===== src/design/eeprom_pkg.sv =====
package eeprom_pkg;

    // 24c16 style array, 2048 bytes
    typedef logic [10:0] addr_t;

    typedef logic [7:0] data_t;

    // host request kind
    typedef enum logic
    {
        op_write = 1'b0,
        op_read  = 1'b1
    } op_e;

    // command set of the bit engine
    typedef enum logic [1:0]
    {
        cmd_start = 2'd0,   // start or repeated start
        cmd_stop  = 2'd1,
        cmd_write = 2'd2,   // byte out, slave ack sampled
        cmd_read  = 2'd3    // byte in, answered with nack
    } bit_cmd_e;

    // device type code in the upper nibble of the control byte
    localparam logic [3:0] CTRL_CODE = 4'b1010;

endpackage

===== src/design/i2c_bit_if.sv =====
`timescale 1ns/100ps

interface i2c_bit_if;
    import eeprom_pkg::*;

    bit_cmd_e cmd;
    logic     cmd_valid;    // one cycle, engine must be idle
    data_t    tx_byte;
    logic     done;         // bus phase finished
    data_t    rx_byte;
    logic     ack_ok;       // slave pulled sda low in the ack slot

    modport seq
    (
        output cmd,
        output cmd_valid,
        output tx_byte,
        input  done,
        input  rx_byte,
        input  ack_ok
    );

    modport engine
    (
        input  cmd,
        input  cmd_valid,
        input  tx_byte,
        output done,
        output rx_byte,
        output ack_ok
    );

endinterface


===== src/design/i2c_bit_engine.sv =====
`timescale 1ns/100ps

module i2c_bit_engine #(
    parameter int CLK_DIV = 4
) (
    input  logic      CLK,
    input  logic      RESET,
    input  logic      sda_in,
    output logic      scl,
    output logic      sda_low,
    i2c_bit_if.engine bit_if
);
    import eeprom_pkg::*;

    localparam int CW = (CLK_DIV > 1) ? $clog2(CLK_DIV) : 1;
    localparam logic [CW-1:0] LAST = CW'(CLK_DIV - 1);
    localparam logic [CW-1:0] MID  = CW'((CLK_DIV - 1) / 2);  // middle of scl high

    typedef enum logic [2:0]
    {
        eng_idle,
        eng_start,
        eng_stop,
        eng_write,
        eng_read,
        eng_end
    } eng_state_e;

    eng_state_e    state;
    logic [CW-1:0] div_cnt;
    logic          high_half;   // scl high part of the bit
    logic [3:0]    bit_cnt;     // 0..7 data, 8 ack slot
    data_t         shreg;
    logic          ack_r;
    logic          done_r;
    logic          scl_r;
    logic          sda_low_r;
    logic          half_end;
    logic          mid_point;
    logic          last_bit;

    assign half_end  = (div_cnt == LAST);
    assign mid_point = high_half && (div_cnt == MID);
    assign last_bit  = (state == eng_start) || (state == eng_stop) || (bit_cnt == 4'd8);

    always_ff @(posedge CLK)
    begin
        if (RESET)
        begin
            state     <= eng_idle;
            div_cnt   <= '0;
            high_half <= 1'b0;
            bit_cnt   <= '0;
            ack_r     <= 1'b0;
            done_r    <= 1'b0;
            scl_r     <= 1'b1;    // bus idle
            sda_low_r <= 1'b0;
        end
        else
        begin
            done_r <= 1'b0;
            case (state)
                eng_idle:
                begin
                    if (bit_if.cmd_valid)
                    begin
                        div_cnt   <= '0;
                        high_half <= 1'b0;
                        bit_cnt   <= '0;
                        ack_r     <= 1'b1;
                        scl_r     <= 1'b0;
                        shreg     <= bit_if.tx_byte;
                        case (bit_if.cmd)
                            cmd_start:
                            begin
                                state     <= eng_start;
                                sda_low_r <= 1'b0;    // release before the high half
                            end
                            cmd_stop:
                            begin
                                state     <= eng_stop;
                                sda_low_r <= 1'b1;
                            end
                            cmd_write:
                            begin
                                state     <= eng_write;
                                sda_low_r <= ~bit_if.tx_byte[7];  // msb first
                            end
                            default:
                            begin
                                state     <= eng_read;
                                sda_low_r <= 1'b0;
                            end
                        endcase
                    end
                end

                eng_start, eng_stop, eng_write, eng_read:
                begin
                    if (mid_point)
                    begin
                        case (state)
                            eng_start:
                                sda_low_r <= 1'b1;    // sda falls with scl high
                            eng_stop:
                                sda_low_r <= 1'b0;    // sda rises with scl high
                            default:
                            begin
                                if (bit_cnt < 4'd8)
                                    shreg <= {shreg[6:0], sda_in};
                                else if (state == eng_write)
                                    ack_r <= ~sda_in;
                            end
                        endcase
                    end

                    if (half_end)
                    begin
                        div_cnt <= '0;
                        if (!high_half)
                        begin
                            high_half <= 1'b1;
                            scl_r     <= 1'b1;
                        end
                        else
                        begin
                            high_half <= 1'b0;
                            if (last_bit)
                            begin
                                state <= eng_end;
                                if (state != eng_stop)
                                    scl_r <= 1'b0;  // stop leaves scl high
                            end
                            else
                            begin
                                scl_r   <= 1'b0;
                                bit_cnt <= bit_cnt + 4'd1;
                                // next data bit, or release for ack / nack slot
                                if (state == eng_write && bit_cnt < 4'd7)
                                    sda_low_r <= ~shreg[7];
                                else
                                    sda_low_r <= 1'b0;
                            end
                        end
                    end
                    else
                    begin
                        div_cnt <= div_cnt + 1'b1;
                    end
                end

                eng_end:
                begin
                    done_r <= 1'b1;   // one cycle after the last scl fall
                    state  <= eng_idle;
                end

                default:
                    state <= eng_idle;
            endcase
        end
    end

    assign scl            = scl_r;
    assign sda_low        = sda_low_r;
    assign bit_if.done    = done_r;
    assign bit_if.rx_byte = shreg;
    assign bit_if.ack_ok  = ack_r;

endmodule


===== src/flat_wrapper.sv =====
// flat-port wrapper written by rule: the top's interface ports become plain ports
module i2c_bit_engine_flat import eeprom_pkg::*;
#(
    parameter int CLK_DIV = 4
)
  (CLK, RESET, sda_in, scl, sda_low, bit_if_cmd, bit_if_cmd_valid, bit_if_tx_byte, bit_if_done, bit_if_rx_byte, bit_if_ack_ok);
  i2c_bit_if bit_if_i ();
  input  logic CLK;
  input  logic RESET;
  input  logic sda_in;
  output logic scl;
  output logic sda_low;
  input wire logic [$bits(bit_if_i.cmd)-1:0] bit_if_cmd;
  input wire logic [$bits(bit_if_i.cmd_valid)-1:0] bit_if_cmd_valid;
  input wire logic [$bits(bit_if_i.tx_byte)-1:0] bit_if_tx_byte;
  output wire logic [$bits(bit_if_i.done)-1:0] bit_if_done;
  output wire logic [$bits(bit_if_i.rx_byte)-1:0] bit_if_rx_byte;
  output wire logic [$bits(bit_if_i.ack_ok)-1:0] bit_if_ack_ok;
  assign bit_if_i.cmd = bit_if_cmd;
  assign bit_if_i.cmd_valid = bit_if_cmd_valid;
  assign bit_if_i.tx_byte = bit_if_tx_byte;
  assign bit_if_done = bit_if_i.done;
  assign bit_if_rx_byte = bit_if_i.rx_byte;
  assign bit_if_ack_ok = bit_if_i.ack_ok;
  i2c_bit_engine #(.CLK_DIV(CLK_DIV)) u_core (.CLK(CLK), .RESET(RESET), .sda_in(sda_in), .scl(scl), .sda_low(sda_low), .bit_if(bit_if_i));
endmodule

===== config.mk =====
export PLATFORM = sky130hd
export DESIGN_NAME = i2c_bit_engine_flat
export DESIGN_NICKNAME = d
export VERILOG_FILES = /design/src/design/eeprom_pkg.sv /design/src/design/i2c_bit_if.sv /design/src/design/i2c_bit_engine.sv /design/src/flat_wrapper.sv
export SDC_FILE = /design/constraint.sdc
export NUM_CORES = 1
export LEC_CHECK = 0
export BUFFER_PORTS_ARGS = -buffer_cell sky130_fd_sc_hd__buf_4
export CAP_MARGIN = 10
export CORE_MARGIN = 2
export CORE_UTILIZATION = 59
export DETAILED_ROUTE_END_ITERATION = 10
export GPL_TIMING_DRIVEN = 0
export PLACE_DENSITY = 0.81
export SETUP_SLACK_MARGIN = 0.1
export SLEW_MARGIN = 20
export SYNTH_ARGS = -nofsm -noshare
export SYNTH_HDL_FRONTEND = slang
export SYNTH_SLANG_ARGS = --single-unit

===== constraint.sdc =====
create_clock -name CLK -period 4 [get_ports CLK]
set_input_delay 0.4 -clock CLK [delete_from_list [all_inputs] [get_ports CLK]]
set_output_delay 0.4 -clock CLK [all_outputs]
set_load 0.03 [all_outputs]

After elaboration in Yosys (flattened, before gate mapping)
Index checks and enable logic that the tools add are counted.
{"block": "totals", "reg_bits": 22, "inputBits": 14, "out_inout_bits": 12, "wordCells": 99}
{"block": "classes", "addsub": 2, "n_lt_le_gt_ge": 2, "n_eq_ne": 22, "mux": 44, "bitwise_logic": 4, "n_reduce_logical": 16}
{"op": "8-bit 2-to-1 mux", "count": 4}
{"op": "1-bit 2-to-1 mux", "count": 19}
{"op": "4-bit 2-to-1 mux", "count": 4}
{"op": "8-bit case mux with 2 select lines", "count": 1}
{"op": "3-bit 2-to-1 mux", "count": 4}
{"op": "2-bit by 1-bit inequality test with 1-bit output, second input constant", "count": 6}
{"op": "1-bit case mux with 2 select lines", "count": 6}
{"op": "6-bit AND reduction", "count": 2}
{"op": "3-bit case mux with 3 select lines", "count": 1}
{"op": "2-bit inequality test, second input constant", "count": 4}
{"op": "4-bit case mux with 2 select lines", "count": 1}
{"op": "4-bit AND reduction", "count": 2}
{"op": "3-bit by 2-bit equality test with 1-bit output, second input constant", "count": 2}
{"op": "3-bit equality test, second input constant", "count": 2}
{"op": "3-bit case mux with 2 select lines", "count": 1}
{"op": "5-bit AND reduction", "count": 1}
{"op": "4-bit by 1-bit adder with 4-bit output, second input constant", "count": 1}
{"op": "2-bit by 1-bit equality test with 1-bit output, second input constant", "count": 2}
{"op": "2-bit equality test, second input constant", "count": 2}
{"op": "4-bit equality test, second input constant", "count": 1}
{"op": "4-bit by 3-bit < comparator with 1-bit output, second input constant", "count": 1}
{"op": "4-bit < comparator, second input constant", "count": 1}
{"op": "2-bit 2-to-1 mux", "count": 2}
{"op": "4-bit inequality test, second input constant", "count": 1}
{"op": "14 further kinds", "count": 19}

Logic depth before layout (Yosys ltp)
Gate-level depths: netlist of run 1.
{"block": "logic_depth", "ltp_word": 7, "mapped_depth": 6, "ltp_nobuf": 6}

Least setup slack after synthesis of run 1
OpenSTA, ideal clock, no wires.
{"block": "synth_timing", "path_type": "input to register", "from": "input port bit_if_cmd_valid", "to": "register u_core.shreg[0], in the netlist u_core.bit_if.rx_byte[0], enable pin", "setup_time_ps": 386, "t_arrival_ps": 1891, "required_ps": 3614, "path_slack_ps": 1723, "stages": 5, "path_buffers": 1, "cell_sequence": "buf_4 > or3b_1 > a21oi_2 > nor2_1 > a211oi_1"}
{"block": "synth_between", "elab_chain_cells": 2}
{"item": "from (decl)", "line": "flat_wrapper.sv:14", "text": "input wire logic [$bits(bit_if_i.cmd_valid)-1:0] bit_if_cmd_valid;"}
{"item": "2-bit inequality test (no source line)"}
{"item": "6-bit AND reduction (no source line)"}
{"item": "to (signal assigned)", "line": "i2c_bit_engine.sv:72", "text": "shreg <= bit_if.tx_byte;"}
{"item": "to (signal assigned)", "line": "i2c_bit_engine.sv:110", "text": "shreg <= {shreg[6:0], sda_in};"}
{"item": "to (decl)", "line": "i2c_bit_engine.sv:33", "text": "data_t shreg;"}
No other way between the ends.
A chain may end at the register's enable or synchronous reset.

Worst setup path after layout of run 1
{"block": "layout_timing", "from": "register u_core.state[2]", "to": "register u_core.shreg[7], in the netlist u_core.bit_if.rx_byte[7], enable pin"}
{"block": "layout_between", "elab_chain_cells": 4, "elab_cells_between_ends": 13, "cone_classes": "eq/ne: 8; reduce/logical: 5"}
{"item": "from (decl)", "line": "i2c_bit_engine.sv:29", "text": "eng_state_e state;"}
{"item": "from (signal assigned)", "line": "i2c_bit_engine.sv:50", "text": "state <= eng_idle;"}
{"item": "from (signal assigned)", "line": "i2c_bit_engine.sv:76", "text": "state <= eng_start;"}
{"item": "from (signal assigned)", "line": "i2c_bit_engine.sv:81", "text": "state <= eng_stop;"}
{"item": "3-bit equality test (tied with other cells)", "line": "i2c_bit_engine.sv:62", "text": "case (state)"}
{"item": "4-bit OR reduction / 2-bit OR reduction (equally long branches)"}
{"item": "2-bit by 1-bit inequality test with 1-bit output (no source line) (tied with other cells)"}
{"item": "6-bit AND reduction (no source line) *"}
Every way passes the cells marked *; elsewhere a longest branch is shown, timed or not.

==> impl_results.md, run 1 <==
- Sequential share of the synthesized area: 0.358
- Routed WL per cell: 16.6 um
- WS Path Type: reg -> reg
- M1 GR Usage: 0.324
- Cts repair resizes: 0
- Commonest non-fill, non-tap cell in the layout: buf_4
- Met2 usage: 0.465
- Ys flop type: dfxtp_1
- Total number of vias: 1255
- Worst Path Buf+Inv: 1
- Non-Filler Instances: 204
- Worst path top cell family by delay: simple AND/OR/NAND/NOR gates
- Initial DRC count: 31
- Clock skew: 4.95 ps
- Vias in the first global route: 1201
- Unique masters post-synth: 53
- Layout cells sized above 1: 0.307
- WL final: 3390 um
- Die Y: 53.6 um
- RR Startpoint: u_core.state[2]
- Path length in cells of the critical path: 5
- Crit path largest cell delay: 590 ps
- Register-to-Register Path Depth: 5
- Cell Chain, Critical Path: buf_4, or3b_4, nor2_2, nor2_1, a211oi_2
- Layout Utilization: 0.755
- Grt peak-use layer: met2
- Row count: 17
- First-pass GRT wire length: 5380 um
- Critical-path top delay cell: a211oi_2
- Syn_area_per_cell: 9.75 sq um
- Hold-fix buffers at CTS: 0
- Avg Vias per Cell: 6.15
- Clock latency on the worst-skew pair: 320 ps
- Max transition margin: 0.552
- # clock sinks: 22
- Worst VDD drop: 0.244 mV
- H-tree levels: 1
- Cell Pwr Density: 359 nW/um^2
- MaxCap Viol Count: 0
- Largest net degree at the start of global routing: 14
- Met3 usage: 0.0306
- Fillers: 161
- Leak pwr: 0.000672 uW
- CP max FO: 10
- Router iterations before antenna repair: 4
- RSZ-0062 raised after global routing: no
- DP HPWL: 2520 um
- Tcrit/Tclk final: 0.537
- FFs w/ async S/R, synth: 0
- R2R Setup Slk: 1850 ps
- Die width: 53.6 um
- Hold Path Class: in -> reg
- Max Slew Vio Count: 0
- Post-DRT Antenna Nets: 0
- Placed cell count: 200
- Hold Violations, Final: 0
- # DRC: 0
- Final min period: 2150 ps
- CTS Buffer Depth: 2
- Core ar.: 2280 sq um
- Die ar.: 2880 sq um
- Most frequent cells in the layout: buf_4, dfxtp_1, nand2_1
- Final-report setup violation count: 0
- Critical Path RT: 3970 ps
- Number of synthesized register bits: 22
- Net Count, Synth: 171
- YS warnings: 0
- Antenna diodes: 0
- CTS tree: built
- Initial core utilization: 0.638
- I/O pin count: 26
- Area grow syn2layout: 18.3%
- # Post-CTS Setup Buffers: 0
- Top achievable clock speed: 466 MHz
- Clock-pin transition on the worst setup and hold timing paths: 130 ps
- CP startpoint: u_core.state[2]
- Initial antenna violation count: 0
- Clock buffer count from CTS: 3
- Worst Max-Slew Pin Slew: 671 ps
- Final #Nets: 199
- R2R Path End: u_core.bit_if.rx_byte[7]
- Post-Synthesis Cells: 149
- Critical path endpoint category: register
- Number of enable flip-flop cells after synthesis: 8
- Total track usage: 0.262
- Clock root cell: clkbuf_4
- Status: complete, no violations
- RePlAce Congestion: 0.903
- Number of buffers added on ports: 23
- Arrival time at the worst endpoint: 2110 ps
- Critical Path End: u_core.bit_if.rx_byte[7]
- Setup TNS: 0 ps
- Area of the mapped netlist: 1450 sq um
- Grt ovf: 0
- CP Launch Type: register
==> worst min-delay path by stage <==
stage / startpoint / to / slack (ps) / cells past startpoint
2_1_floorplan: u_core.bit_cnt[2] / u_core.bit_cnt[2] / 470 / 2
3_3_place_gp: u_core.scl / u_core.scl / 450 / 2
3_5_place_dp: u_core.scl / u_core.scl / 460 / 2
4_1_cts: bit_if_tx_byte[4] / u_core.bit_if.rx_byte[4] / 380 / 2
5_1_grt: bit_if_tx_byte[4] / u_core.bit_if.rx_byte[4] / 380 / 2
6_report: bit_if_tx_byte[4] / u_core.bit_if.rx_byte[4] / 370 / 2
==> layer usage <==
layer | share of wire | routed length [um] | vias to the layer above
met5 | 0 | 0 | -
met4 | 0.011 | 39 | 0
met3 | 0.044 | 149 | 7
met2 | 0.51 | 1720 | 35
met1 | 0.44 | 1480 | 610
li1 | - | - | 603
==> cells in the mapped netlist (all sizes together), types with 3 or more instances <==
cell type / number / area [sq um]
a21oi: 11 / 58.8
buf: 7 / 61.3
dfxtp: 14 / 280
edfxtp: 8 / 240
ha: 8 / 100
inv: 11 / 41.3
mux2: 8 / 113
mux2i: 3 / 30.0
nand2: 12 / 45.0
nand2b: 3 / 18.8
nand3: 3 / 15.0
nand4: 3 / 18.8
nor2: 11 / 43.8
o21a: 4 / 30.0
o21ai: 6 / 30.0
==> worst reg2reg max path, stage by stage, from the launching register on <==
cell      delay (ps)
dfxtp_1          360
buf_4            170
or3b_4           440
nor2_2           160
nor2_1            80
a211oi_2         590
==> registers in the layout, indices dropped and copies added (netlist names) <==
signal / count
u_core.bit_if.rx_byte: 8
u_core.sda_low: 1
u_core.state: 3
u_core.high_half: 1
u_core.scl: 1
u_core.bit_if.done: 1
u_core.div_cnt: 2
u_core.bit_cnt: 4
u_core.bit_if.ack_ok: 1
==> logic make-up (layout without fill, tap and decap cells) <==
family                     Yosys count  in the layout  synth area share
AOI/OAI and AO/OA                   43             43             0.234
adders and majority gates            8              8            0.0689
buffers and inverters               20             47            0.0758
DFF                                 22             22             0.358
muxes                               11             11            0.0982
and+or+nand+nor                     45             45             0.165
==> metrics by stage <==
step / total power, uW / setup WS (ps) / hold WS (ps) / instance area (sq um)
floorplan: 396 / 1720 / 472 / 1450
global placement: 440 / 1410 / 454 / 1660
detailed placement: 444 / 1410 / 463 / 1660
CTS: 614 / 1490 / 380 / 1710
global route: 639 / 1740 / 382 / 1720
finish: 617 / 1850 / 374 / 1720
==> report_power, final <==
| part | switching (uW) | internal, uW | total [uW] |
|---|---|---|---|
| Combinational | 95.5 | 84.3 | 180 |
| Clock | 73.3 | 101 | 175 |
| Sequential | 11.0 | 252 | 263 |
| Total | 180 | 437 | 617 |
==> final cells by class <==
cell class / instances / area (sq um) / area share
well taps: 28 / 35.0 / 0.0204
flip-flops and latches: 22 / 520 / 0.303
repair buffers: 23 / 173 / 0.101
clock buffers: 3 / 22.5 / 0.0131
plain buffers: 9 / 68.8 / 0.0401
multi-input cells: 107 / 827 / 0.481
inverters: 11 / 41.3 / 0.0240
clock inverters: 1 / 30.0 / 0.0175
(Power assumes the default switching activity.)
==> run 2: changes to the inputs <==
--- a/config.mk
+++ b/config.mk
@@ -8,10 +8,10 @@
 export BUFFER_PORTS_ARGS = -buffer_cell sky130_fd_sc_hd__buf_4
 export CAP_MARGIN = 10
 export CORE_MARGIN = 2
-export CORE_UTILIZATION = 59
+export CORE_UTILIZATION = 55
 export DETAILED_ROUTE_END_ITERATION = 10
 export GPL_TIMING_DRIVEN = 0
-export PLACE_DENSITY = 0.81
+export PLACE_DENSITY = 0.76
 export SETUP_SLACK_MARGIN = 0.1
 export SLEW_MARGIN = 20
 export SYNTH_ARGS = -nofsm -noshare
==> constraint.sdc (replaced) <==
create_clock -name CLK -period 2 [get_ports CLK]
set_input_delay 0.2 -clock CLK [delete_from_list [all_inputs] [get_ports CLK]]
set_output_delay 0.2 -clock CLK [all_outputs]
set_load 0.03 [all_outputs]
==> impl_results.md, run 2 (synthesis gave the netlist of run 1 again) <==
- Commonest non-fill, non-tap cell in the layout: buf_4
- CP Launch Type: register
- Clock latency on the worst-skew pair: 300 ps
- Arrival time at the worst endpoint: 1880 ps
- Crit path largest cell delay: 350 ps
- CP startpoint: u_core.state[1]
- Fillers: 201
- Core ar.: 2500 sq um
- Final #Nets: 202
- Post-DRT Antenna Nets: 0
- Max FFs per register: 8
- Flop pwr share: 0.476
- Die width: 55.4 um
- RePlAce Congestion: 0.823
- Grt ovf: 0
- R2R Setup Slk: 160 ps
- Switching pwr: 348 uW
- Hold Slack: 187 ps
- Clock skew: 2.49 ps
- Worst VDD drop: 0.498 mV
- I/O pin count: 26
- Row count: 18
- Avg Vias per Cell: 6.16
- DP HPWL: 2500 um
- Fin worst setup slack: 160 ps
- Setup TNS: 0 ps
- Most frequent cells in the layout: buf_4, dfxtp_1, nand2_1
- Tcrit/Tclk final: 0.920
- Cell Chain, Critical Path: buf_6, or3_4, and2_4, buf_6, a211oi_4, buf_12
- Die ar.: 3070 sq um
- Final instance area: 1750 sq um
- Crit path top cell by count: buf_6
- Logic pwr share: 0.338
- Worst Min Path Start: bit_if_tx_byte[1]
- Hold Path Class: in -> reg
- Clock buffer count from CTS: 3
- Vias in the first global route: 1260
- Critical path endpoint category: register
- Status: complete, no violations
- Dpl ws: -2.99 ps
- Initial antenna violation count: 0
- WL final: 3310 um
- Final min period: 1840 ps
- Initial DRC count: 54
- Layout cells sized above 1: 0.324
- Cell Pwr Density: 632 nW/um^2
- Worst Max-Slew Pin Slew: 576 ps
- Clock power frac: 0.187
- # DRC: 0
- Number of buffers added on ports: 23
- Switching Share: 0.316
- Router iterations before antenna repair: 5
- RSZ-0062 raised after global routing: no
- CTS Buffer Depth: 2
- WS Path Type: reg -> reg
- Largest net degree at the start of global routing: 13
- Placed cell count: 202
- CP max FO: 10
- Non-Filler Instances: 209
- Critical Path RT: 2040 ps
- Max Slew Vio Count: 0
- H-tree levels: 1
- Initial core utilization: 0.581
- Cell-internal power: 754 uW
- Placed Instance Area: 1680 sq um
- Critical-path top delay cell: or3_4
- Die Y: 55.4 um
- CTS tree: built
- MaxCap Viol Count: 0
- Hold Violations, Final: 0
- Leak pwr: 0.000675 uW
- Total track usage: 0.228
- Max transition margin: 0.616
- Final-report setup violation count: 0
- Total number of vias: 1287
- Area grow syn2layout: 20.2%
- Clock-pin transition on the worst setup and hold timing paths: 120 ps
- Antenna diodes: 0
- Routed WL per cell: 15.9 um
- First-pass GRT wire length: 5640 um
- # clock sinks: 22
- Top achievable clock speed: 544 MHz
- Clock root cell: clkbuf_4
- RR Startpoint: u_core.state[1]
run 2: cell types whose count changed in the layout (fill, tap and decap cells not counted), sizes merged:
cell,delta
buf,+3
bufinv,-1
clkinv,+1
run 2: path summary, 6_finish.rpt:
check / endpoint / cells after the start
setup / recovery: u_core.bit_if.rx_byte[7] / 6
hold / removal: u_core.bit_if.rx_byte[1] / 2
setup reg to reg: u_core.bit_if.rx_byte[7] / 6
hold reg to reg: u_core.scl / 2
run 2: metal layers:
layer	part of all wire	routed length, um	vias up	global-route usage
li1	-	-	609	-
met1	0.41	1370	601	0.286
met2	0.49	1620	67	0.384
met3	0.079	263	10	0.0328
met4	0.019	64	0	0.108
met5	0	0	-	0
run 2: cell type report:
| type | count | area, sq um | share of cell area |
|---|---|---|---|
| buffer | 9 | 68.8 | 0.0394 |
| clock buffer | 3 | 22.5 | 0.0129 |
| clock inverter | 1 | 3.75 | 0.00215 |
| inverter | 11 | 41.3 | 0.0237 |
| multi-input combinational | 107 | 842 | 0.482 |
| sequential | 22 | 522 | 0.299 |
| tap | 30 | 37.5 | 0.0215 |
| timing repair buffer | 26 | 208 | 0.119 |
run 2: repair_timing:
item / 4_1_cts / 5_1_grt
buffers inserted: 1 / 2
pin swaps: 1 / 1
hold buffers: 0 / 0
setup endpoints to repair: 8 / 11
gates resized for setup: 0 / 3
run 2: power by group through the flow:
stage               registers (uW)  clock network (uW)  logic [uW]
finish                         524                 206         372
detailed placement             535                   0         361
CTS                            524                 217         369
floorplan                      569                   0         229
global placement               532                   0         352
global route                   529                 231         402
run 2: through the flow:
stage / power (uW) / util
floorplan: 797 / -
global placement: 884 / 0.670
detailed placement: 895 / 0.670
CTS: 1110 / 0.689
global route: 1160 / 0.698
finish: 1100 / 0.698
run 2: worst max-delay path, delay by kind of cell (launching register included):
kind / cells / cell delay (ps)
compound gates: 1 / 240
simple gates: 2 / 550
flops: 1 / 330
buf+inv: 3 / 450
==> run 3: changes to the inputs <==
--- a/config.mk
+++ b/config.mk
@@ -11,6 +11,7 @@
 export CORE_UTILIZATION = 55
 export DETAILED_ROUTE_END_ITERATION = 10
 export GPL_TIMING_DRIVEN = 0
+export HOLD_SLACK_MARGIN = 0.1
 export PLACE_DENSITY = 0.76
 export SETUP_SLACK_MARGIN = 0.1
 export SLEW_MARGIN = 20
==> constraint.sdc (replaced) <==
create_clock -name CLK -period 2 [get_ports CLK]
set_input_delay 0.4 -clock CLK [delete_from_list [all_inputs] [get_ports CLK]]
set_output_delay 0.4 -clock CLK [all_outputs]
set_load 0.03 [all_outputs]
==> impl_results.md, run 3 (synthesis gave the netlist of run 1 again) <==
- Die width: 55.4 um
- DP HPWL: 2580 um
- Row count: 18
- Tcrit/Tclk final: 0.924
- CTS tree: built
- Fin worst setup slack: 151 ps
- Layout Utilization: 0.734
- RSZ-0062 raised after global routing: no
- Max Slew Vio Count: 0
- Fillers: 194
- Clock-pin transition on the worst setup and hold timing paths: 130 ps
- Clock skew: 3.98 ps
- WL final: 3530 um
- Avg Vias per Cell: 6.07
- Clock latency on the worst-skew pair: 310 ps
- Min-Delay Path Depth: 2
- Hold Path Class: in -> reg
- Register-to-Register Path Depth: 5
- Hold-fix buffers at CTS: 0
- Worst Max-Slew Pin Slew: 601 ps
- Worst VDD drop: 0.434 mV
- CP max FO: 9
- # DRC: 0
- # clock sinks: 22
- Grt ovf: 0
- Clock root cell: clkbuf_4
- Placed cell count: 202
- Max FFs per register: 8
- Total track usage: 0.229
- Status: complete, no violations
- H-tree levels: 1
- MaxCap Viol Count: 0
- Area grow syn2layout: 26.4%
- Die ar.: 3070 sq um
- Layout cells sized above 1: 0.362
- Final #Nets: 208
- Critical path endpoint category: register
- Critical Path RT: 2050 ps
- Hold Slack: 380 ps
- Post-DRT Antenna Nets: 0
- Final min period: 1850 ps
- Dpl ws: -47.6 ps
- Largest net degree at the start of global routing: 14
- Total number of vias: 1304
- CP Launch Type: register
- Router iterations before antenna repair: 6
- Top achievable clock speed: 541 MHz
- RePlAce Congestion: 0.861
- First-pass GRT wire length: 5720 um
- Number of buffers added on ports: 23
- Arrival time at the worst endpoint: 1900 ps
- Commonest non-fill, non-tap cell in the layout: buf_4
- Cell Pwr Density: 704 nW/um^2
- Initial core utilization: 0.581
- Initial DRC count: 35
- Non-Filler Instances: 215
- Core ar.: 2500 sq um
- WS Path Type: reg -> reg
- Routed WL per cell: 16.4 um
- Die Y: 55.4 um
- Most frequent cells in the layout: buf_4, nand2_1, dfxtp_1
- Initial antenna violation count: 0
- Antenna diodes: 0
- Total power: 1290 uW
- CTS Buffer Depth: 2
- Final-report setup violation count: 0
- I/O pin count: 26
- Hold Violations, Final: 0
- Vias in the first global route: 1278
- Leak pwr: 0.000722 uW
- Clock buffer count from CTS: 3
- Max transition margin: 0.595
==> run 3: stage by stage <==
| step | area [sq um] | TNS (ps) |
|---|---|---|
| after global routing | 1840 | 0 |
| after detailed placement | 1680 | -379 |
| after floorplan | 1470 | 0 |
| after global placement | 1680 | -54.4 |
| final | 1840 | 0 |
| after CTS | 1760 | 0 |
==> run 3: timing repair <==
item	4_1_cts	5_1_grt
buffers inserted	2	7
pin swaps	1	3
endpoints found under the setup margin	8	11
resized for setup	0	9
==> run 3: area by class of cell <==
type | instances | area, sq um | area share
Buffer | 9 | 83.8 | 0.0457
Clock buffer | 3 | 22.5 | 0.0123
Clock inverter | 1 | 30.0 | 0.0164
Inverter | 11 | 41.3 | 0.0225
Multi-Input combinational cell | 107 | 845 | 0.460
Sequential cell | 22 | 523 | 0.285
Tap cell | 30 | 37.5 | 0.0204
Timing Repair Buffer | 32 | 253 | 0.138
==> run 3: per-layer routing <==
metal  GRT usage  share of wire  vias to the layer above
li1            -              -                      622
met1       0.289           0.39                      626
met2       0.400           0.53                       48
met3      0.0351          0.054                        8
met4      0.0732          0.017                        0
met5           0              0                        -
==> run 3: final timing paths <==
| check | start | end | slack (ps) |
|---|---|---|---|
| worst max-delay path | u_core.state[0] | u_core.bit_if.rx_byte[7] | 150 |
| worst min-delay path | bit_if_tx_byte[2] | u_core.bit_if.rx_byte[2] | 380 |
| worst min register to register | u_core.scl | u_core.scl | 480 |
| worst max register to register | u_core.state[0] | u_core.bit_if.rx_byte[7] | 150 |
==> run 3: power by group <==
part / internal [uW] / switching (uW)
logic: 213 / 207
clock network: 202 / 144
registers: 504 / 22.3
total: 919 / 373
==> run 3: worst max-delay path, cell delays in order, from the launching register on <==
cell,delay (ps)
dfxtp_1,410
or3_4,420
and2_4,200
buf_12,150
a211oi_4,260
buf_12,160
