## src/design/eeprom_pkg.sv

```systemverilog
package eeprom_pkg;

    // 24c16 style array, 2048 bytes
    typedef logic [10:0] addr_t;

    typedef logic [7:0] data_t;

    // host request kind
    typedef enum logic
    {
        op_write = 1'b0,
        op_read  = 1'b1
    } op_e;

    // command set of the bit engine
    typedef enum logic [1:0]
    {
        cmd_start = 2'd0,   // start or repeated start
        cmd_stop  = 2'd1,
        cmd_write = 2'd2,   // byte out, slave ack sampled
        cmd_read  = 2'd3    // byte in, answered with nack
    } bit_cmd_e;

    // device type code in the upper nibble of the control byte
    localparam logic [3:0] CTRL_CODE = 4'b1010;

endpackage
```

## src/design/i2c_bit_if.sv

```systemverilog
`timescale 1ns/100ps

interface i2c_bit_if;
    import eeprom_pkg::*;

    bit_cmd_e cmd;
    logic     cmd_valid;    // one cycle, engine must be idle
    data_t    tx_byte;
    logic     done;         // bus phase finished
    data_t    rx_byte;
    logic     ack_ok;       // slave pulled sda low in the ack slot

    modport seq
    (
        output cmd,
        output cmd_valid,
        output tx_byte,
        input  done,
        input  rx_byte,
        input  ack_ok
    );

    modport engine
    (
        input  cmd,
        input  cmd_valid,
        input  tx_byte,
        output done,
        output rx_byte,
        output ack_ok
    );

endinterface

```

## src/design/eeprom_sequencer.sv

```systemverilog
`timescale 1ns/100ps

module eeprom_sequencer (
    input  logic              CLK,
    input  logic              RESET,
    input  logic              wr,
    input  logic              rd,
    input  eeprom_pkg::addr_t addr,
    input  eeprom_pkg::data_t wdata,
    output eeprom_pkg::data_t rdata,
    output logic              done,
    output logic              nack,
    output logic              busy,
    i2c_bit_if.seq            bit_if
);
    import eeprom_pkg::*;

    typedef enum logic [3:0]
    {
        s_idle,
        s_start,
        s_ctrl,
        s_addr,
        s_data,
        s_restart,
        s_ctrl_rd,
        s_read,
        s_stop,
        s_done
    } seq_state_e;

    seq_state_e state;
    op_e        op;
    addr_t      addr_r;
    data_t      wdata_r;
    data_t      rdata_r;
    logic       issued;     // command of the current state is out
    logic       busy_r;
    logic       done_r;
    logic       nack_r;
    logic       cmd_valid_r;
    bit_cmd_e   cmd_r;
    data_t      tx_r;
    bit_cmd_e   next_cmd;
    data_t      next_tx;
    logic       byte_sent;

    // bytes that expect a slave ack
    assign byte_sent = (state == s_ctrl) || (state == s_addr) ||
                       (state == s_data) || (state == s_ctrl_rd);

    always_comb
    begin
        next_cmd = cmd_write;
        next_tx  = 8'hff;
        case (state)
            s_start, s_restart:
                next_cmd = cmd_start;
            s_stop:
                next_cmd = cmd_stop;
            s_ctrl:
                next_tx = {CTRL_CODE, addr_r[10:8], 1'b0};    // write direction
            s_addr:
                next_tx = addr_r[7:0];
            s_data:
                next_tx = wdata_r;
            s_ctrl_rd:
                next_tx = {CTRL_CODE, addr_r[10:8], 1'b1};
            s_read:
                next_cmd = cmd_read;
            default:
                next_cmd = cmd_write;
        endcase
    end

    always_ff @(posedge CLK)
    begin
        if (RESET)
        begin
            state       <= s_idle;
            op          <= op_write;
            issued      <= 1'b0;
            busy_r      <= 1'b0;
            done_r      <= 1'b0;
            nack_r      <= 1'b0;
            cmd_valid_r <= 1'b0;
        end
        else
        begin
            done_r      <= 1'b0;
            cmd_valid_r <= 1'b0;
            case (state)
                s_idle:
                begin
                    if (wr || rd)
                    begin
                        op      <= wr ? op_write : op_read;   // write wins
                        addr_r  <= addr;
                        wdata_r <= wdata;
                        nack_r  <= 1'b0;
                        busy_r  <= 1'b1;
                        issued  <= 1'b0;
                        state   <= s_start;
                    end
                end

                s_done:
                begin
                    done_r <= 1'b1;
                    busy_r <= 1'b0;
                    state  <= s_idle;
                end

                default:
                begin
                    if (!issued)
                    begin
                        cmd_valid_r <= 1'b1;
                        cmd_r       <= next_cmd;
                        tx_r        <= next_tx;
                        issued      <= 1'b1;
                    end
                    else if (bit_if.done)
                    begin
                        issued <= 1'b0;
                        if (byte_sent && !bit_if.ack_ok)
                        begin
                            nack_r <= 1'b1;   // abort with a stop
                            state  <= s_stop;
                        end
                        else
                        begin
                            case (state)
                                s_start:   state <= s_ctrl;
                                s_ctrl:    state <= s_addr;
                                s_addr:    state <= (op == op_write) ? s_data : s_restart;
                                s_data:    state <= s_stop;
                                s_restart: state <= s_ctrl_rd;
                                s_ctrl_rd: state <= s_read;
                                s_read:
                                begin
                                    rdata_r <= bit_if.rx_byte;
                                    state   <= s_stop;
                                end
                                s_stop:    state <= s_done;
                                default:   state <= s_idle;
                            endcase
                        end
                    end
                end
            endcase
        end
    end

    assign bit_if.cmd       = cmd_r;
    assign bit_if.cmd_valid = cmd_valid_r;
    assign bit_if.tx_byte   = tx_r;

    assign rdata = rdata_r;
    assign done  = done_r;
    assign nack  = nack_r;
    assign busy  = busy_r;

endmodule

```

## src/flat_wrapper.sv

```systemverilog
// flat-port wrapper written by rule: the top's interface ports become plain ports
module eeprom_sequencer_flat import eeprom_pkg::*;
  (CLK, RESET, wr, rd, addr, wdata, rdata, done, nack, busy, bit_if_cmd, bit_if_cmd_valid, bit_if_tx_byte, bit_if_done, bit_if_rx_byte, bit_if_ack_ok);
  i2c_bit_if bit_if_i ();
  input  logic CLK;
  input  logic RESET;
  input  logic wr;
  input  logic rd;
  input  eeprom_pkg::addr_t addr;
  input  eeprom_pkg::data_t wdata;
  output eeprom_pkg::data_t rdata;
  output logic done;
  output logic nack;
  output logic busy;
  output wire logic [$bits(bit_if_i.cmd)-1:0] bit_if_cmd;
  output wire logic [$bits(bit_if_i.cmd_valid)-1:0] bit_if_cmd_valid;
  output wire logic [$bits(bit_if_i.tx_byte)-1:0] bit_if_tx_byte;
  input wire logic [$bits(bit_if_i.done)-1:0] bit_if_done;
  input wire logic [$bits(bit_if_i.rx_byte)-1:0] bit_if_rx_byte;
  input wire logic [$bits(bit_if_i.ack_ok)-1:0] bit_if_ack_ok;
  assign bit_if_cmd = bit_if_i.cmd;
  assign bit_if_cmd_valid = bit_if_i.cmd_valid;
  assign bit_if_tx_byte = bit_if_i.tx_byte;
  assign bit_if_i.done = bit_if_done;
  assign bit_if_i.rx_byte = bit_if_rx_byte;
  assign bit_if_i.ack_ok = bit_if_ack_ok;
  eeprom_sequencer u_core (.CLK(CLK), .RESET(RESET), .wr(wr), .rd(rd), .addr(addr), .wdata(wdata), .rdata(rdata), .done(done), .nack(nack), .busy(busy), .bit_if(bit_if_i));
endmodule
```

## config.mk

```make
export PLATFORM = sky130hd
export DESIGN_NAME = eeprom_sequencer_flat
export DESIGN_NICKNAME = d
export VERILOG_FILES = /design/src/design/eeprom_pkg.sv /design/src/design/i2c_bit_if.sv /design/src/design/eeprom_sequencer.sv /design/src/flat_wrapper.sv
export SDC_FILE = /design/constraint.sdc
export NUM_CORES = 1
export LEC_CHECK = 0
export ABC_AREA = 1
export BUFFER_PORTS_ARGS = -buffer_cell sky130_fd_sc_hd__buf_2
export CORE_MARGIN = 2
export CORE_UTILIZATION = 54
export CTS_CLUSTER_DIAMETER = 80
export DETAILED_ROUTE_END_ITERATION = 6
export PLACE_DENSITY = 0.88
export SYNTH_ARGS = -nofsm -noshare
export SYNTH_HDL_FRONTEND = slang
export SYNTH_SLANG_ARGS = --single-unit
```

## constraint.sdc

```tcl
create_clock -name CLK -period 5.05 [get_ports CLK]
set_clock_uncertainty 0.15 [all_clocks]
set_input_delay 0.505 -clock CLK [delete_from_list [all_inputs] [get_ports CLK]]
set_output_delay 0.505 -clock CLK [all_outputs]
set_load 0.005 [all_outputs]
```

Word level (Yosys, flattened, before mapping)

Index checks and enable logic that the tools add are counted.
Widths: inputs -> output; s select.

Logic and storage cells: 74
Bits in latches: 0
Bits in registers: 47
Memory bits (writable): 0
Input bits: 33
Memories kept: 0
Output and inout port bits: 22
Bits in read-only memories: 0

Magnitude comparators: 0
Bitwise gates (word level): 5
Multipliers: 0
Add/subtract/negate cells: 0
Reduce and logical (&&, ||, !) cells: 25
Multiplexer cells: 22
Shift-type cells: 0
Equality and inequality tests: 10
Div/mod/pow operators: 0

Operators with widths:

| operator           | number |
|---|---|
| $pmux 8 s4         | 1 |
| $pmux 4 s7         | 1 |
| $eq 4x3->1 const B | 4 |
| $mux 4             | 4 |
| $mux 1             | 11 |
| $reduce_and 3->1   | 3 |
| $eq 4x2->1 const B | 2 |
| $eq 4x4->1 const B | 2 |
| $pmux 4 s2         | 1 |
| $reduce_bool 2->1  | 4 |
| $pmux 1 s2         | 3 |
| $pmux 2 s3         | 1 |
| $reduce_and 2->1   | 3 |
| $reduce_and 6->1   | 1 |
| $reduce_bool 3->1  | 2 |
| $reduce_or 2->1    | 3 |
| $not 1->1          | 5 |
| $reduce_and 5->1   | 1 |
| $eq 4x1->1 const B | 1 |
| $logic_not 4->1    | 1 |
| $logic_or 1x1->1   | 4 |
| $reduce_or 3->1    | 1 |
| $ne 2x1->1 const B | 1 |
| $logic_and 1x1->1  | 1 |
| $logic_not 1->1    | 1 |

Logic depth before layout (Yosys ltp)

Gate-level depths: netlist of the first run.

Depth in word-level cells: 9
Depth in mapped cells: 10
Mapped depth without buffers: 9

Worst setup path before layout of the first run

No wires, ideal clock.

Kind: register to register
Start: register u_core.state[1]
End: register u_core.addr_r[0] (enable)
Data arrival time: 1.593 ns
Path slack: 2.913 ns
Data required time: 4.505 ns
Buffers on the path: 1
Setup time: 0.395 ns
Cell stages (with the launch flop): 7
Period minus slack after synthesis: 2.137 ns
Cell sequence: dfxtp_1 buf_2 nor2_4 nand2_2 clkinv_2 o21ai_2 nor2_1

Word-level cells in the longest chain between the ends: 2

Ends and longest elaborated chain:

| item                       | line                    | RTL |
|---|---|---|
| start: declaration         | eeprom_sequencer.sv:32  | `seq_state_e state;` |
| start signal: assignment   | eeprom_sequencer.sv:80  | `state <= s_idle;` |
| start signal: assignment   | eeprom_sequencer.sv:103 | `state <= s_start;` |
| start signal: assignment   | eeprom_sequencer.sv:111 | `state <= s_idle;` |
| $logic_not 4->1            | eeprom_sequencer.sv:92  | `case (state)` |
| $reduce_and 3->1 (no line) | -                       |  |
| end signal: assignment     | eeprom_sequencer.sv:98  | `addr_r <= addr;` |
| end: declaration           | eeprom_sequencer.sv:34  | `addr_t addr_r;` |

No other way between the ends.
A chain may end at the register's enable or synchronous reset.

Worst setup path in the final report of the first run

Start: register u_core.state[2]
End: register u_core.rdata_r[4] (netlist: u_core.rdata[4]) (enable)

Word-level cells in the longest chain between the ends: 7
Elaborated cells on any way between the ends: 15
Classes of those cells: eq/ne: 6; bitwise: 2; reduce/logical: 7

Ends and longest elaborated chain:

| item                           | line                    | RTL |
|---|---|---|
| $eq 4x2->1                     | eeprom_sequencer.sv:49  | `assign byte_sent = (state == s_ctrl) \|\| (state == s_addr) \|\|` |
| $logic_or 1x1->1 (2 in series) | eeprom_sequencer.sv:49  |  |
| $logic_or 1x1->1               | eeprom_sequencer.sv:50  | `(state == s_data) \|\| (state == s_ctrl_rd);` |
| $logic_and 1x1->1              | eeprom_sequencer.sv:126 | `if (byte_sent && !bit_if.ack_ok)` |
| $not 1->1 (no line)            | -                       |  |
| $reduce_and 6->1 (no line) (*) | -                       |  |
| end signal: assignment         | eeprom_sequencer.sv:142 | `rdata_r <= bit_if.rx_byte;` |
| end: declaration               | eeprom_sequencer.sv:36  | `data_t rdata_r;` |

Mark *: on every way between the ends. The rest lies on a longest branch, timed or not.

==> results summary, run 1 <==
The post-CTS setup-driven buffer insertion count came out at 0. Counting the buffers created by CTS gives 5. In this run the cell area measured after placement is 2150 um^2. The number of cells on the worst reg-to-reg path is 4. Leaving out fill and tap cells, the most frequent cell in the layout is sky130_fd_sc_hd__buf_2.

The post-synthesis net count is 193. The startpoint of the lowest-slack register-to-register path is u_core.state[2]$_SDFFE_PP0P_. The slowest stage of the critical path belongs to the cell sky130_fd_sc_hd__nor3_1. The count of clock tree sinks came out at 47.

After clock tree synthesis, the repair step resized 0 gates. The average cell area after synthesis came out at 11.4 um^2. For the pin with the worst max-slew slack, the measured transition is 1.04 ns. The post-cts hold buffer count is 0. The data arrival time of the critical path is 1.93 ns. The highest cell delay on the worst timing path is 0.80 ns. The total global-route track usage came out at 0.177. Following the worst setup path forward leads to its endpoint at u_core.rdata[4]$_DFFE_PP_.

The endpoint identified for the worst register-to-register timing path is u_core.rdata[4]$_DFFE_PP_. In this run the power density over the cells is 465 nW/um^2. TritonCTS built the clock tree. STA classifies the critical path endpoint as a flip-flop. The portion of the post-synthesis area used by sequential elements came out at 0.719. The hold violation total from the final report is 0. The final sum of negative setup slack came out at 0 ns.

The count of synthesis-stage warnings from yosys is 0. The top cell types in the final layout, fill and taps aside, are 55 x sky130_fd_sc_hd__buf_2, 44 x sky130_fd_sc_hd__nand2_1, 37 x sky130_fd_sc_hd__edfxtp_1. Setup repair after global routing left no endpoint under its margin.

The number of diodes is 0. The worst setup slack for register-to-register paths came out at 2.96 ns. The highest clock frequency the design can meet is 478 MHz. Global routing finished with a remaining overflow of 0.

The final antenna-violating net count came out at 0. The max-capacitance violation count came out at 0. Walking the worst path, the cells encountered are inv_1, nor2_1, nand2_1, nor3_1. The die span in y came out at 62.1 um. Of the cells placed in the final design, the portion with a size suffix greater than 1 is 0.342.

The overall power came out at 1030 uW. The number of distinct library cells after synthesis came out at 22. The worst setup path is launched from a flip-flop.

The final critical-path setup slack is 2.96 ns. The critical path is of the reg -> reg type. The setup-violating endpoint count in the final report is 0.

The initial antenna violation count came to 0. On the final layout, the worst hold slack is 0.165 ns. The clock latency of the later-clocked register in the worst-skew pair came out at 0.35 ns. The share of the cycle needed by the critical path after routing is 0.414.

The global-route wire length before repair came out at 5180 um. The detail-routed net length per standard cell is 12.4 um. The die covers 3860 um^2. In this run the worst path has a maximum fanout of 8.

The clock period minus final worst setup slack is 2.09 ns. The count of input and output buffers came out at 54. The layout has 250 filler cells. The number of global-route vias before repair is 1,192. The effective utilization at floorplan came out at 0.555. The maximum resistive drop on vdd came out at 0.229 mV. The run finished with clean final reports. The summed instance area of the synthesized netlist is 1820 um^2. The max-slew violation count came to 0. The number of buffers on the longest clock path is 2.

The worst max-slew margin expressed relative to the limit is 0.299. The clock-pin slew on the worst setup and hold paths is 0.12 ns. The initialized floorplan defines 21 standard-cell rows.

The post-DP HPWL is 2570 um. The residual DRC count came out at 0. The area of the core region came out at 3280 um^2.

The total iterations of the first detailed-routing run came out at 4. The final design instance area without fill is 2200 um^2. The via count of the routed design came out at 1,326. Data on the critical path is required at its endpoint by 4.89 ns. In this run, the number of DRC markers left after iteration 0 of detailed routing was 76. The leakage power summed over all cells came out at 0.000923 uW. After technology mapping, the gate count stands at 160. The flip-flop and latch count after synthesis came out at 47. Summed over all layers, the routed wires come to 3320 um. The number of H-tree levels came out at 2. The floorplan step set the die width to 62.1 um.

The type of the tightest min-delay check is in -> reg. The number of vias per cell after detailed routing came out at 4.95. Relative to the synthesized area, the layout overhead comes to 20.9%. Entering global routing, the biggest net connects 20 pins. After the last flow step, the layout net total stands at 254. The routability congestion estimate from global placement is 0.854. Prior to clock tree synthesis, the placed netlist has a worst setup slack of 2.66 ns.

The worst setup path startpoint is u_core.state[2]$_SDFFE_PP0P_. CTS placed an instance of sky130_fd_sc_hd__clkbuf_4 at the clock tree root. The I/O pin count is 55.
==> cell families after synthesis <==
logic type	share of synthesized area
and+or+nand+nor	0.200
DFF	0.719
AOI/OAI and AO/OA	0.0487
buffers and inverters	0.0322
==> through the flow <==
stage / utilization / std cells
after floorplan: - / 160
after global placement: 0.654 / 259
after detailed placement: 0.654 / 259
after CTS: 0.670 / 267
after global routing: 0.671 / 268
final: 0.671 / 268
==> report_power, final <==
group          total, uW  switching (uW)  internal (uW)
logic                305             196            109
registers            560            37.8            522
clock network        161             107           54.4
==> per-layer routing <==
| layer | GRT usage | share of wire |
|---|---|---|
| met3 | 0.0507 | 0.077 |
| met4 | 0.0944 | 0.025 |
| met1 | 0.205 | 0.39 |
| met2 | 0.299 | 0.50 |
| met5 | 0 | 0 |
==> state kept, by name, indices dropped and copies added (netlist names) <==
| name | cells |
|---|---|
| u_core.addr_r | 11 |
| u_core.bit_if.tx_byte | 8 |
| u_core.rdata | 8 |
| u_core.wdata_r | 8 |
| u_core.state | 4 |
| u_core.bit_if.cmd | 2 |
| u_core.bit_if.cmd_valid | 1 |
| u_core.busy | 1 |
| u_core.done | 1 |
| u_core.issued | 1 |
| u_core.nack | 1 |
| u_core.op | 1 |
==> area by class of cell <==
class	instances	area, um^2	share of cell area
inverters	13	50.0	0.0227
repair buffers	56	283	0.128
multi-input cells	98	453	0.205
clock inverters	1	5.00	0.00227
clock buffers	7	45.0	0.0204
flip-flops and latches	47	1310	0.595
well taps	46	57.6	0.0261
==> critical path, delay by kind of cell (launching register included) <==
family / cells / cell delay, ns
simple gates: 3 / 1.06
flops: 1 / 0.44
buf+inv: 1 / 0.08
==> worst min path at each step <==
stage | cells after the start | end | slack [ns] | start
finish | 1 | u_core.wdata_r[6]$_DFFE_PP_ | 0.16 | wdata[6]
global route | 1 | u_core.wdata_r[2]$_DFFE_PP_ | 0.15 | wdata[2]
CTS | 1 | u_core.rdata[7]$_DFFE_PP_ | 0.16 | bit_if_rx_byte[7]
detailed placement | 1 | u_core.nack$_SDFFE_PP0P_ | 0.33 | u_core.nack$_SDFFE_PP0P_
global placement | 2 | u_core.op$_SDFFE_PP0P_ | 0.32 | u_core.op$_SDFFE_PP0P_
floorplan | 2 | u_core.op$_SDFFE_PP0P_ | 0.29 | u_core.op$_SDFFE_PP0P_
==> Yosys cell counts <==
library cell | instances | area [um^2]
sky130_fd_sc_hd__o211ai_1 | 1 | 7.51
sky130_fd_sc_hd__nor2_2 | 2 | 12.5
sky130_fd_sc_hd__inv_1 | 9 | 33.8
sky130_fd_sc_hd__o21ai_0 | 1 | 5.00
sky130_fd_sc_hd__or2_0 | 1 | 6.26
sky130_fd_sc_hd__nand2_2 | 4 | 25.0
sky130_fd_sc_hd__o21ba_2 | 1 | 10.0
sky130_fd_sc_hd__a21oi_1 | 10 | 50.1
sky130_fd_sc_hd__nand3_2 | 1 | 10.0
sky130_fd_sc_hd__o21a_1 | 1 | 7.51
sky130_fd_sc_hd__o21ai_2 | 1 | 8.76
sky130_fd_sc_hd__inv_2 | 3 | 11.3
sky130_fd_sc_hd__edfxtp_1 | 37 | 1110
sky130_fd_sc_hd__nand3_1 | 13 | 65.1
sky130_fd_sc_hd__buf_1 | 1 | 3.75
sky130_fd_sc_hd__nor3_1 | 4 | 20.0
sky130_fd_sc_hd__nor2_4 | 1 | 11.3
sky130_fd_sc_hd__nand2_1 | 44 | 165
sky130_fd_sc_hd__clkinv_2 | 1 | 5.00
sky130_fd_sc_hd__buf_2 | 1 | 5.00
sky130_fd_sc_hd__dfxtp_1 | 10 | 200
sky130_fd_sc_hd__nor2_1 | 13 | 48.8
Power figures use the tool's default switching activity.
==> inputs of run 2 (changes only) <==
Settings changed: CORE_UTILIZATION 54 to 45, PLACE_DENSITY 0.88 to 0.79.
Clock period 5.05 ns to 1.85 ns, I/O delays scaled along.
==> results summary, run 2 (synthesis results as in run 1) <==
The count of input and output buffers came out at 54 (unchanged). The instance area at placement is 2190 um^2 (+1.9%). The share of the cycle needed by the critical path after routing came out at 0.864 (+0.449). The min-delay analysis places its worst path in the category in -> reg. The final wirelength is 3570 um (+7.6%). The pin count of the biggest net entering global routing is 20 (unchanged). The type of the worst setup path is reg -> reg. The run finished with clean final reports. The count of clock tree sinks is 47 (unchanged).

The clock latency of the later-clocked register in the worst-skew pair came out at 0.30 ns (-0.05 ns). The routability congestion estimate from global placement is 0.786 (-7.9%). The share of total power in the clock network is 0.209 (+0.052). Among cell families on the critical path, the largest total delay comes from simple AND/OR/NAND/NOR gates. The clock-pin slew on the worst setup and hold paths was 0.09 ns (-0.03 ns). The startpoint identified for the worst register-to-register timing path is u_core.state[3]$_SDFFE_PP0P_. The worst max-slew margin expressed relative to the limit came out at 0.697 (+0.398). The library cells used most frequently in the layout, excluding fill and tap cells, are 54 x sky130_fd_sc_hd__buf_2, 44 x sky130_fd_sc_hd__nand2_1, 37 x sky130_fd_sc_hd__edfxtp_1. The data arrival time of the critical path came out at 1.46 ns (-0.47 ns). Walking the worst path, the cells encountered are nor2_2, nand2_2, clkinv_2, o21ai_2, nor2_2, buf_12. The number of standard-cell rows in the floorplan was 23 (+9.5%). The register name with the most flops is u_core.addr_r. The number of global-route vias before repair came out at 1,327 (+11%). The initial antenna violation count came to 0 (unchanged). The slowest cell on the critical path is sky130_fd_sc_hd__dfxtp_1. The type of element launching the critical path is a flip-flop. The highest cell delay on the worst timing path came to 0.38 ns (-0.42 ns). The library cell used most frequently in the layout, excluding fill and tap cells, is sky130_fd_sc_hd__buf_2. The number of H-tree levels is 2 (unchanged). The total grt overflow is 0 (unchanged). For hold timing, the worst endpoint is u_core.state[3]$_SDFFE_PP0P_. The leakage power summed over all cells is 0.00106 uW (+15%). The clock period minus final worst setup slack was 1.60 ns (-0.494 ns).

The total of fill cells in the finished design is 303 (+21%). The measured slew at the worst slew-check pin came out at 0.451 ns (-0.592 ns). The max-capacitance violation count is 0 (unchanged). The switching fraction of total power came out at 0.316 (-0.0160). The start point of the worst min-delay path is RESET. The post-synthesis to final-layout area growth came out at 40.4%. The max-slew violation count came to 0 (unchanged). The effective utilization at floorplan is 0.462 (-0.0927).

STA classifies the critical path endpoint as a flip-flop. The maximum resistive drop on vdd is 0.525 mV (+130%). The largest fanout of any net on the critical path came out at 19 (+11). The floorplan die width was 67.7 um (+8.9%). The full die area came out at 4580 um^2 (+19%). Among the stages of the critical path, the cell type that occurs most often is sky130_fd_sc_hd__nor2_2.

The hold violation total from the final report is 0 (unchanged). The violation count after the first detailed-routing iteration was 67 (-12%). The setup-violating endpoint count in the final report came out at 0 (unchanged).

The total global-route track usage came to 0.172 (-0.00539). The detail-routed net length per standard cell came out at 11.9 um (-3.9%). The final design instance area without fill came to 2560 um^2 (+16%). The total iterations of the first detailed-routing run is 4 (unchanged). The highest clock frequency the design can meet is 626 MHz (+31%). The worst register-to-register path ends at u_core.wdata_r[0]$_DFFE_PP_. The count of placed standard cells in the final layout, fillers left out came out at 300 (+12%). The number of vias per cell after detailed routing is 4.63 (-6.4%). The cell count after placement came out at 265 (+2.3%). The ratio of total power to cell area came out at 1190 nW/um^2 (+160%). The post-DP HPWL came out at 2470 um (-3.8%). The worst setup slack for register-to-register paths is 0.25 ns (-2.71 ns). The number of diodes is 0 (unchanged).

The number of cells on the worst hold path is 2 (+1). The number of buffers on the longest clock path is 2 (unchanged). The net switching power is 964 uW (+180%). The sequential share of power is 0.501 (-0.045).

The global-route wire length before repair is 5650 um (+9.1%). The final sum of negative setup slack came out at 0 ns (unchanged). The via count of the routed design came out at 1,389 (+4.8%). The cell chosen for the clock root is sky130_fd_sc_hd__clkbuf_8.

The required time of the critical path came out at 1.71 ns (-3.18 ns). The overall power is 3050 uW (+200%). The TritonCTS buffer count is 5 (unchanged). TritonCTS built the clock tree. The die span in y came out at 67.7 um (+8.9%). The flip-flop count of the largest register, all copies and words added came out at 11 (unchanged). The post-cts repair resize count is 0 (unchanged). The area of the core region came out at 3940 um^2 (+20%). The residual DRC count is 0 (unchanged). The post-layout net count is 282 (+11%). The number of cells on the worst reg-to-reg path is 6 (+2). The final antenna-violating net count is 0 (unchanged). The share of final-layout standard cells stronger than drive strength 1 came out at 0.324 (-0.0183). Setup repair after global routing left no endpoint under its margin. The I/O pin count was 55 (unchanged). The critical path buffer and inverter count is 2 (+1). The fraction of power consumed by combinational cells came out at 0.290 (-0.007). The internal cell power came out at 2090 uW (+200%).
==> run 2: cell count changes in the layout (fill, tap and decap cells not counted), sizes merged <==
cell / previous run / this run
dlygate4sd3: 0 / 27
buf: 56 / 57
clkbuf: 7 / 6
clkinvlp: 0 / 1
==> run 2: cell type report <==
type                    instances  area [um^2]  area share
flip-flops and latches         47         1310       0.512
repair buffers                 84          576       0.225
multi-input cells              98          460       0.180
clock buffers                   6         82.6      0.0323
well taps                      50         62.6      0.0244
inverters                      13         50.0      0.0196
clock inverters                 2         16.3     0.00636
==> run 2: worst max path at each step <==
stage / startpoint / end / slack (ns) / cells past startpoint
after global routing: u_core.state[3]$_SDFFE_PP0P_ / u_core.wdata_r[0]$_DFFE_PP_ / 0.15 / 6
after floorplan: u_core.state[1]$_SDFFE_PP0P_ / u_core.addr_r[0]$_DFFE_PP_ / 0.02 / 6
final: u_core.state[3]$_SDFFE_PP0P_ / u_core.wdata_r[0]$_DFFE_PP_ / 0.25 / 6
after CTS: u_core.state[3]$_SDFFE_PP0P_ / u_core.wdata_r[1]$_DFFE_PP_ / 0.25 / 6
after detailed placement: u_core.state[3]$_SDFFE_PP0P_ / u_core.addr_r[5]$_DFFE_PP_ / 0.28 / 6
after global placement: u_core.state[3]$_SDFFE_PP0P_ / u_core.wdata_r[6]$_DFFE_PP_ / 0.30 / 6
==> run 2: per-stage QoR <==
step / hold slack [ns] / setup slack [ns] / utilization
5_1_grt: 0.0558 / 0.152 / 0.649
6_report: 0.0376 / 0.253 / 0.649
3_3_place_gp: 0.213 / 0.304 / 0.555
3_5_place_dp: 0.213 / 0.277 / 0.555
4_1_cts: 0.0279 / 0.251 / 0.649
2_1_floorplan: 0.134 / 0.0235 / -
==> run 2: worst register-to-register path, cell delays in order, from the launching register on <==
cell	delay (ns)
sky130_fd_sc_hd__dfxtp_1	0.38
sky130_fd_sc_hd__nor2_2	0.19
sky130_fd_sc_hd__nand2_2	0.12
sky130_fd_sc_hd__clkinv_2	0.07
sky130_fd_sc_hd__o21ai_2	0.08
sky130_fd_sc_hd__nor2_2	0.14
sky130_fd_sc_hd__buf_12	0.17
==> run 2: layer usage <==
metal | vias to the layer above | global-route usage | part of all wire
met1 | 615 | 0.200 | 0.41
met5 | - | 0 | 0
met4 | 0 | 0.0765 | 0.016
li1 | 716 | - | -
met2 | 50 | 0.297 | 0.51
met3 | 8 | 0.0433 | 0.059
==> run 2: power groups by stage <==
stage	logic (uW)	registers [uW]	clock network (uW)
after floorplan	564	1540	0
after global placement	826	1550	0
after detailed placement	846	1550	0
after CTS	893	1530	665
after global routing	1010	1550	707
final	885	1530	638
==> run 2: repair_timing <==
item,CTS,global route
hold buffers,27,0
hold endpoints to repair,27,0
setup buffers,0,0
==> inputs of run 3 (changes only) <==
==> constraint.sdc (replaced) <==
create_clock -name CLK -period 1.85 [get_ports CLK]
set_clock_uncertainty 0.15 [all_clocks]
set_input_delay 0.37 -clock CLK [delete_from_list [all_inputs] [get_ports CLK]]
set_output_delay 0.37 -clock CLK [all_outputs]
set_load 0.005 [all_outputs]
==> results summary, run 3 (synthesis results as in run 1) <==
In this run the critical register-to-register path is launched from u_core.state[3]$_SDFFE_PP0P_. The cell count after placement is 265 (unchanged). The maximum resistive drop on vdd came out at 0.516 mV (-1.7%). Setup repair after global routing left no endpoint under its margin. The max-capacitance violation count came to 0 (unchanged). The data arrival time of the critical path was 1.46 ns (about the same). The max-slew violation count is 0 (unchanged). The flow ran to the end, and the final reports show no timing, DRC or antenna violations. The post-CTS setup-driven buffer insertion count is 0 (unchanged). The final antenna-violating net count was 0 (unchanged). The final wirelength was 3210 um (-10%). The flip-flop count of the largest register, all copies and words added was 11 (unchanged). The endpoint class of the critical path is a flip-flop. The full die area is 4580 um^2 (unchanged). The residual DRC count is 0 (unchanged). The highest cell delay on the worst timing path came out at 0.38 ns (about the same).

The total global-route track usage is 0.153 (-0.0184). The post-cts hold buffer count came out at 0 (-100%). The setup-violating endpoint count in the final report was 0 (unchanged).

The post-DP HPWL is 2470 um (unchanged). The count of placed standard cells in the final layout, fillers left out came to 273 (-9.0%). The start point of the worst min-delay path is addr[1]. The post-cts repair resize count was 0 (unchanged). The die span in y is 67.7 um (unchanged). The worst max-slew margin expressed relative to the limit is 0.702 (+0.00457). The ratio of total power to cell area came out at 1310 nW/um^2 (+10%). u_core.addr_r holds more flip-flops than any other register. The number of cells on the worst reg-to-reg path came out at 6 (unchanged). The count of input and output buffers came out at 54 (unchanged). The effective utilization at floorplan came to 0.462 (unchanged). The routability congestion estimate from global placement came out at 0.786 (unchanged). The number of buffers on the longest clock path came out at 2 (unchanged). The clock-pin slew on the worst setup and hold paths was 0.09 ns (about the same).

The largest fanout of any net on the critical path came out at 19 (unchanged). The worst hold path terminates at u_core.addr_r[1]$_DFFE_PP_. The worst setup slack for register-to-register paths came out at 0.25 ns (about the same). Among all stages on the critical path, the largest delay is contributed by sky130_fd_sc_hd__dfxtp_1. By instance count, the cell type seen most on the critical path is sky130_fd_sc_hd__nor2_2. Clock tree synthesis selected as its root buffer the cell sky130_fd_sc_hd__clkbuf_8. The post-layout net count is 255 (-9.6%). The worst setup path is launched from a flip-flop. The violation count after the first detailed-routing iteration is 75 (+12%).

The measured slew at the worst slew-check pin is 0.444 ns (-0.00680 ns). The number of diodes came out at 0 (unchanged). The final sum of negative setup slack came to 0 ns (unchanged). In the layout the commonest cells are 54 x sky130_fd_sc_hd__buf_2, 44 x sky130_fd_sc_hd__nand2_1, 37 x sky130_fd_sc_hd__edfxtp_1. The area of the core region was 3940 um^2 (unchanged). The critical path buffer and inverter count came to 2 (unchanged). The via count of the routed design was 1,277 (-8.1%). The endpoint identified for the worst register-to-register timing path is u_core.wdata_r[0]$_DFFE_PP_.

The setup path with the least slack is of type reg -> reg. The total iterations of the first detailed-routing run was 4 (unchanged). The required time of the critical path is 1.71 ns (about the same).

The clock period minus final worst setup slack came out at 1.60 ns (+0.00244 ns). The number of standard-cell rows in the floorplan is 23 (unchanged). The I/O pin count came to 55 (unchanged). The detail-routed net length per standard cell is 11.8 um (-1.2%).

The signal on the critical path passes through nor2_2, nand2_2, clkinv_2, o21ai_2, nor2_2, buf_12. The leakage power summed over all cells came out at 0.000952 uW (-11%). The final design instance area without fill came out at 2290 um^2 (-11%).

Broken down by cell family, the worst path's largest delay share belongs to simple AND/OR/NAND/NOR gates. The overall power is 3000 uW (-1.5%). The count of clock tree sinks is 47 (unchanged). The clock latency of the later-clocked register in the worst-skew pair came out at 0.30 ns (about the same). The total grt overflow came to 0 (unchanged). The hold violation total from the final report is 0 (unchanged).

The number of cells on the worst hold path came to 1 (-1). The share of the cycle needed by the critical path after routing came out at 0.865 (+0.00132). The number of vias per cell after detailed routing was 4.68 (+1.0%). The number of global-route vias before repair came out at 1,188 (-10%). The leading cell type in the layout, fill and taps excluded is sky130_fd_sc_hd__buf_2. The share of final-layout standard cells stronger than drive strength 1 came out at 0.363 (+0.0392). The TritonCTS buffer count is 5 (unchanged). The min-delay analysis places its worst path in the category in -> reg.

The floorplan die width is 67.7 um (unchanged). The global-route wire length before repair came out at 5110 um (-9.5%). The CTS tree is built.

The initial antenna violation count is 0 (unchanged). The instance area at placement came out at 2190 um^2 (unchanged). The highest clock frequency the design can meet is 625 MHz (-0.15%).

The number of H-tree levels is 2 (unchanged). Compared with the post-synthesis result, the final layout area differs by 25.5%. The pin count of the biggest net entering global routing is 20 (unchanged).
[run 3: cell types whose count changed in the layout (fill, tap and decap cells not counted)]
cell / change
sky130_fd_sc_hd__dlygate4sd3_1: -27
[run 3: worst register-to-register path, cell delays in order, from the launching register on]
cell	delay, ns
sky130_fd_sc_hd__dfxtp_1	0.38
sky130_fd_sc_hd__nor2_2	0.19
sky130_fd_sc_hd__nand2_2	0.12
sky130_fd_sc_hd__clkinv_2	0.07
sky130_fd_sc_hd__o21ai_2	0.08
sky130_fd_sc_hd__nor2_2	0.14
sky130_fd_sc_hd__buf_12	0.17
[run 3: power breakdown]
part / switching, uW / internal (uW) / total, uW / leakage, uW
combinational: 521 / 320 / 841 / 0.000487
sequential: 101 / 1420 / 1530 / 0.000417
clock: 332 / 305 / 637 / 0.0000474
total: 954 / 2050 / 3000 / 0.000952
[run 3: area by class of cell]
type	instances	area (um^2)
well taps	50	62.6
clock inverters	2	16.3
fillers	334	1650
inverters	13	50.0
multi-input cells	98	460
flip-flops and latches	47	1310
clock buffers	6	82.6
repair buffers	57	305
[run 3: metal layers]
layer | part of all wire | up-vias | GRT usage
met4 | 0.017 | 0 | 0.0765
met5 | 0 | - | 0
li1 | - | 662 | -
met2 | 0.48 | 46 | 0.249
met3 | 0.069 | 8 | 0.0467
met1 | 0.43 | 561 | 0.184
[run 3: stage by stage]
| stage | worst slack (ns) | hold WS [ns] | util |
|---|---|---|---|
| 2_1_floorplan | 0.0235 | 0.295 | - |
| 5_1_grt | 0.153 | 0.0680 | 0.580 |
| 4_1_cts | 0.251 | 0.0731 | 0.580 |
| 6_report | 0.250 | 0.0843 | 0.580 |
| 3_5_place_dp | 0.277 | 0.323 | 0.555 |
| 3_3_place_gp | 0.304 | 0.316 | 0.555 |
[run 3: worst max path at each step]
stage	cells past startpoint	startpoint	to	slack, ns
2_1_floorplan	6	u_core.state[1]$_SDFFE_PP0P_	u_core.addr_r[0]$_DFFE_PP_	0.02
3_3_place_gp	6	u_core.state[3]$_SDFFE_PP0P_	u_core.wdata_r[6]$_DFFE_PP_	0.30
3_5_place_dp	6	u_core.state[3]$_SDFFE_PP0P_	u_core.addr_r[5]$_DFFE_PP_	0.28
4_1_cts	6	u_core.state[3]$_SDFFE_PP0P_	u_core.wdata_r[1]$_DFFE_PP_	0.25
5_1_grt	6	u_core.state[3]$_SDFFE_PP0P_	u_core.wdata_r[0]$_DFFE_PP_	0.15
6_report	6	u_core.state[3]$_SDFFE_PP0P_	u_core.wdata_r[0]$_DFFE_PP_	0.25
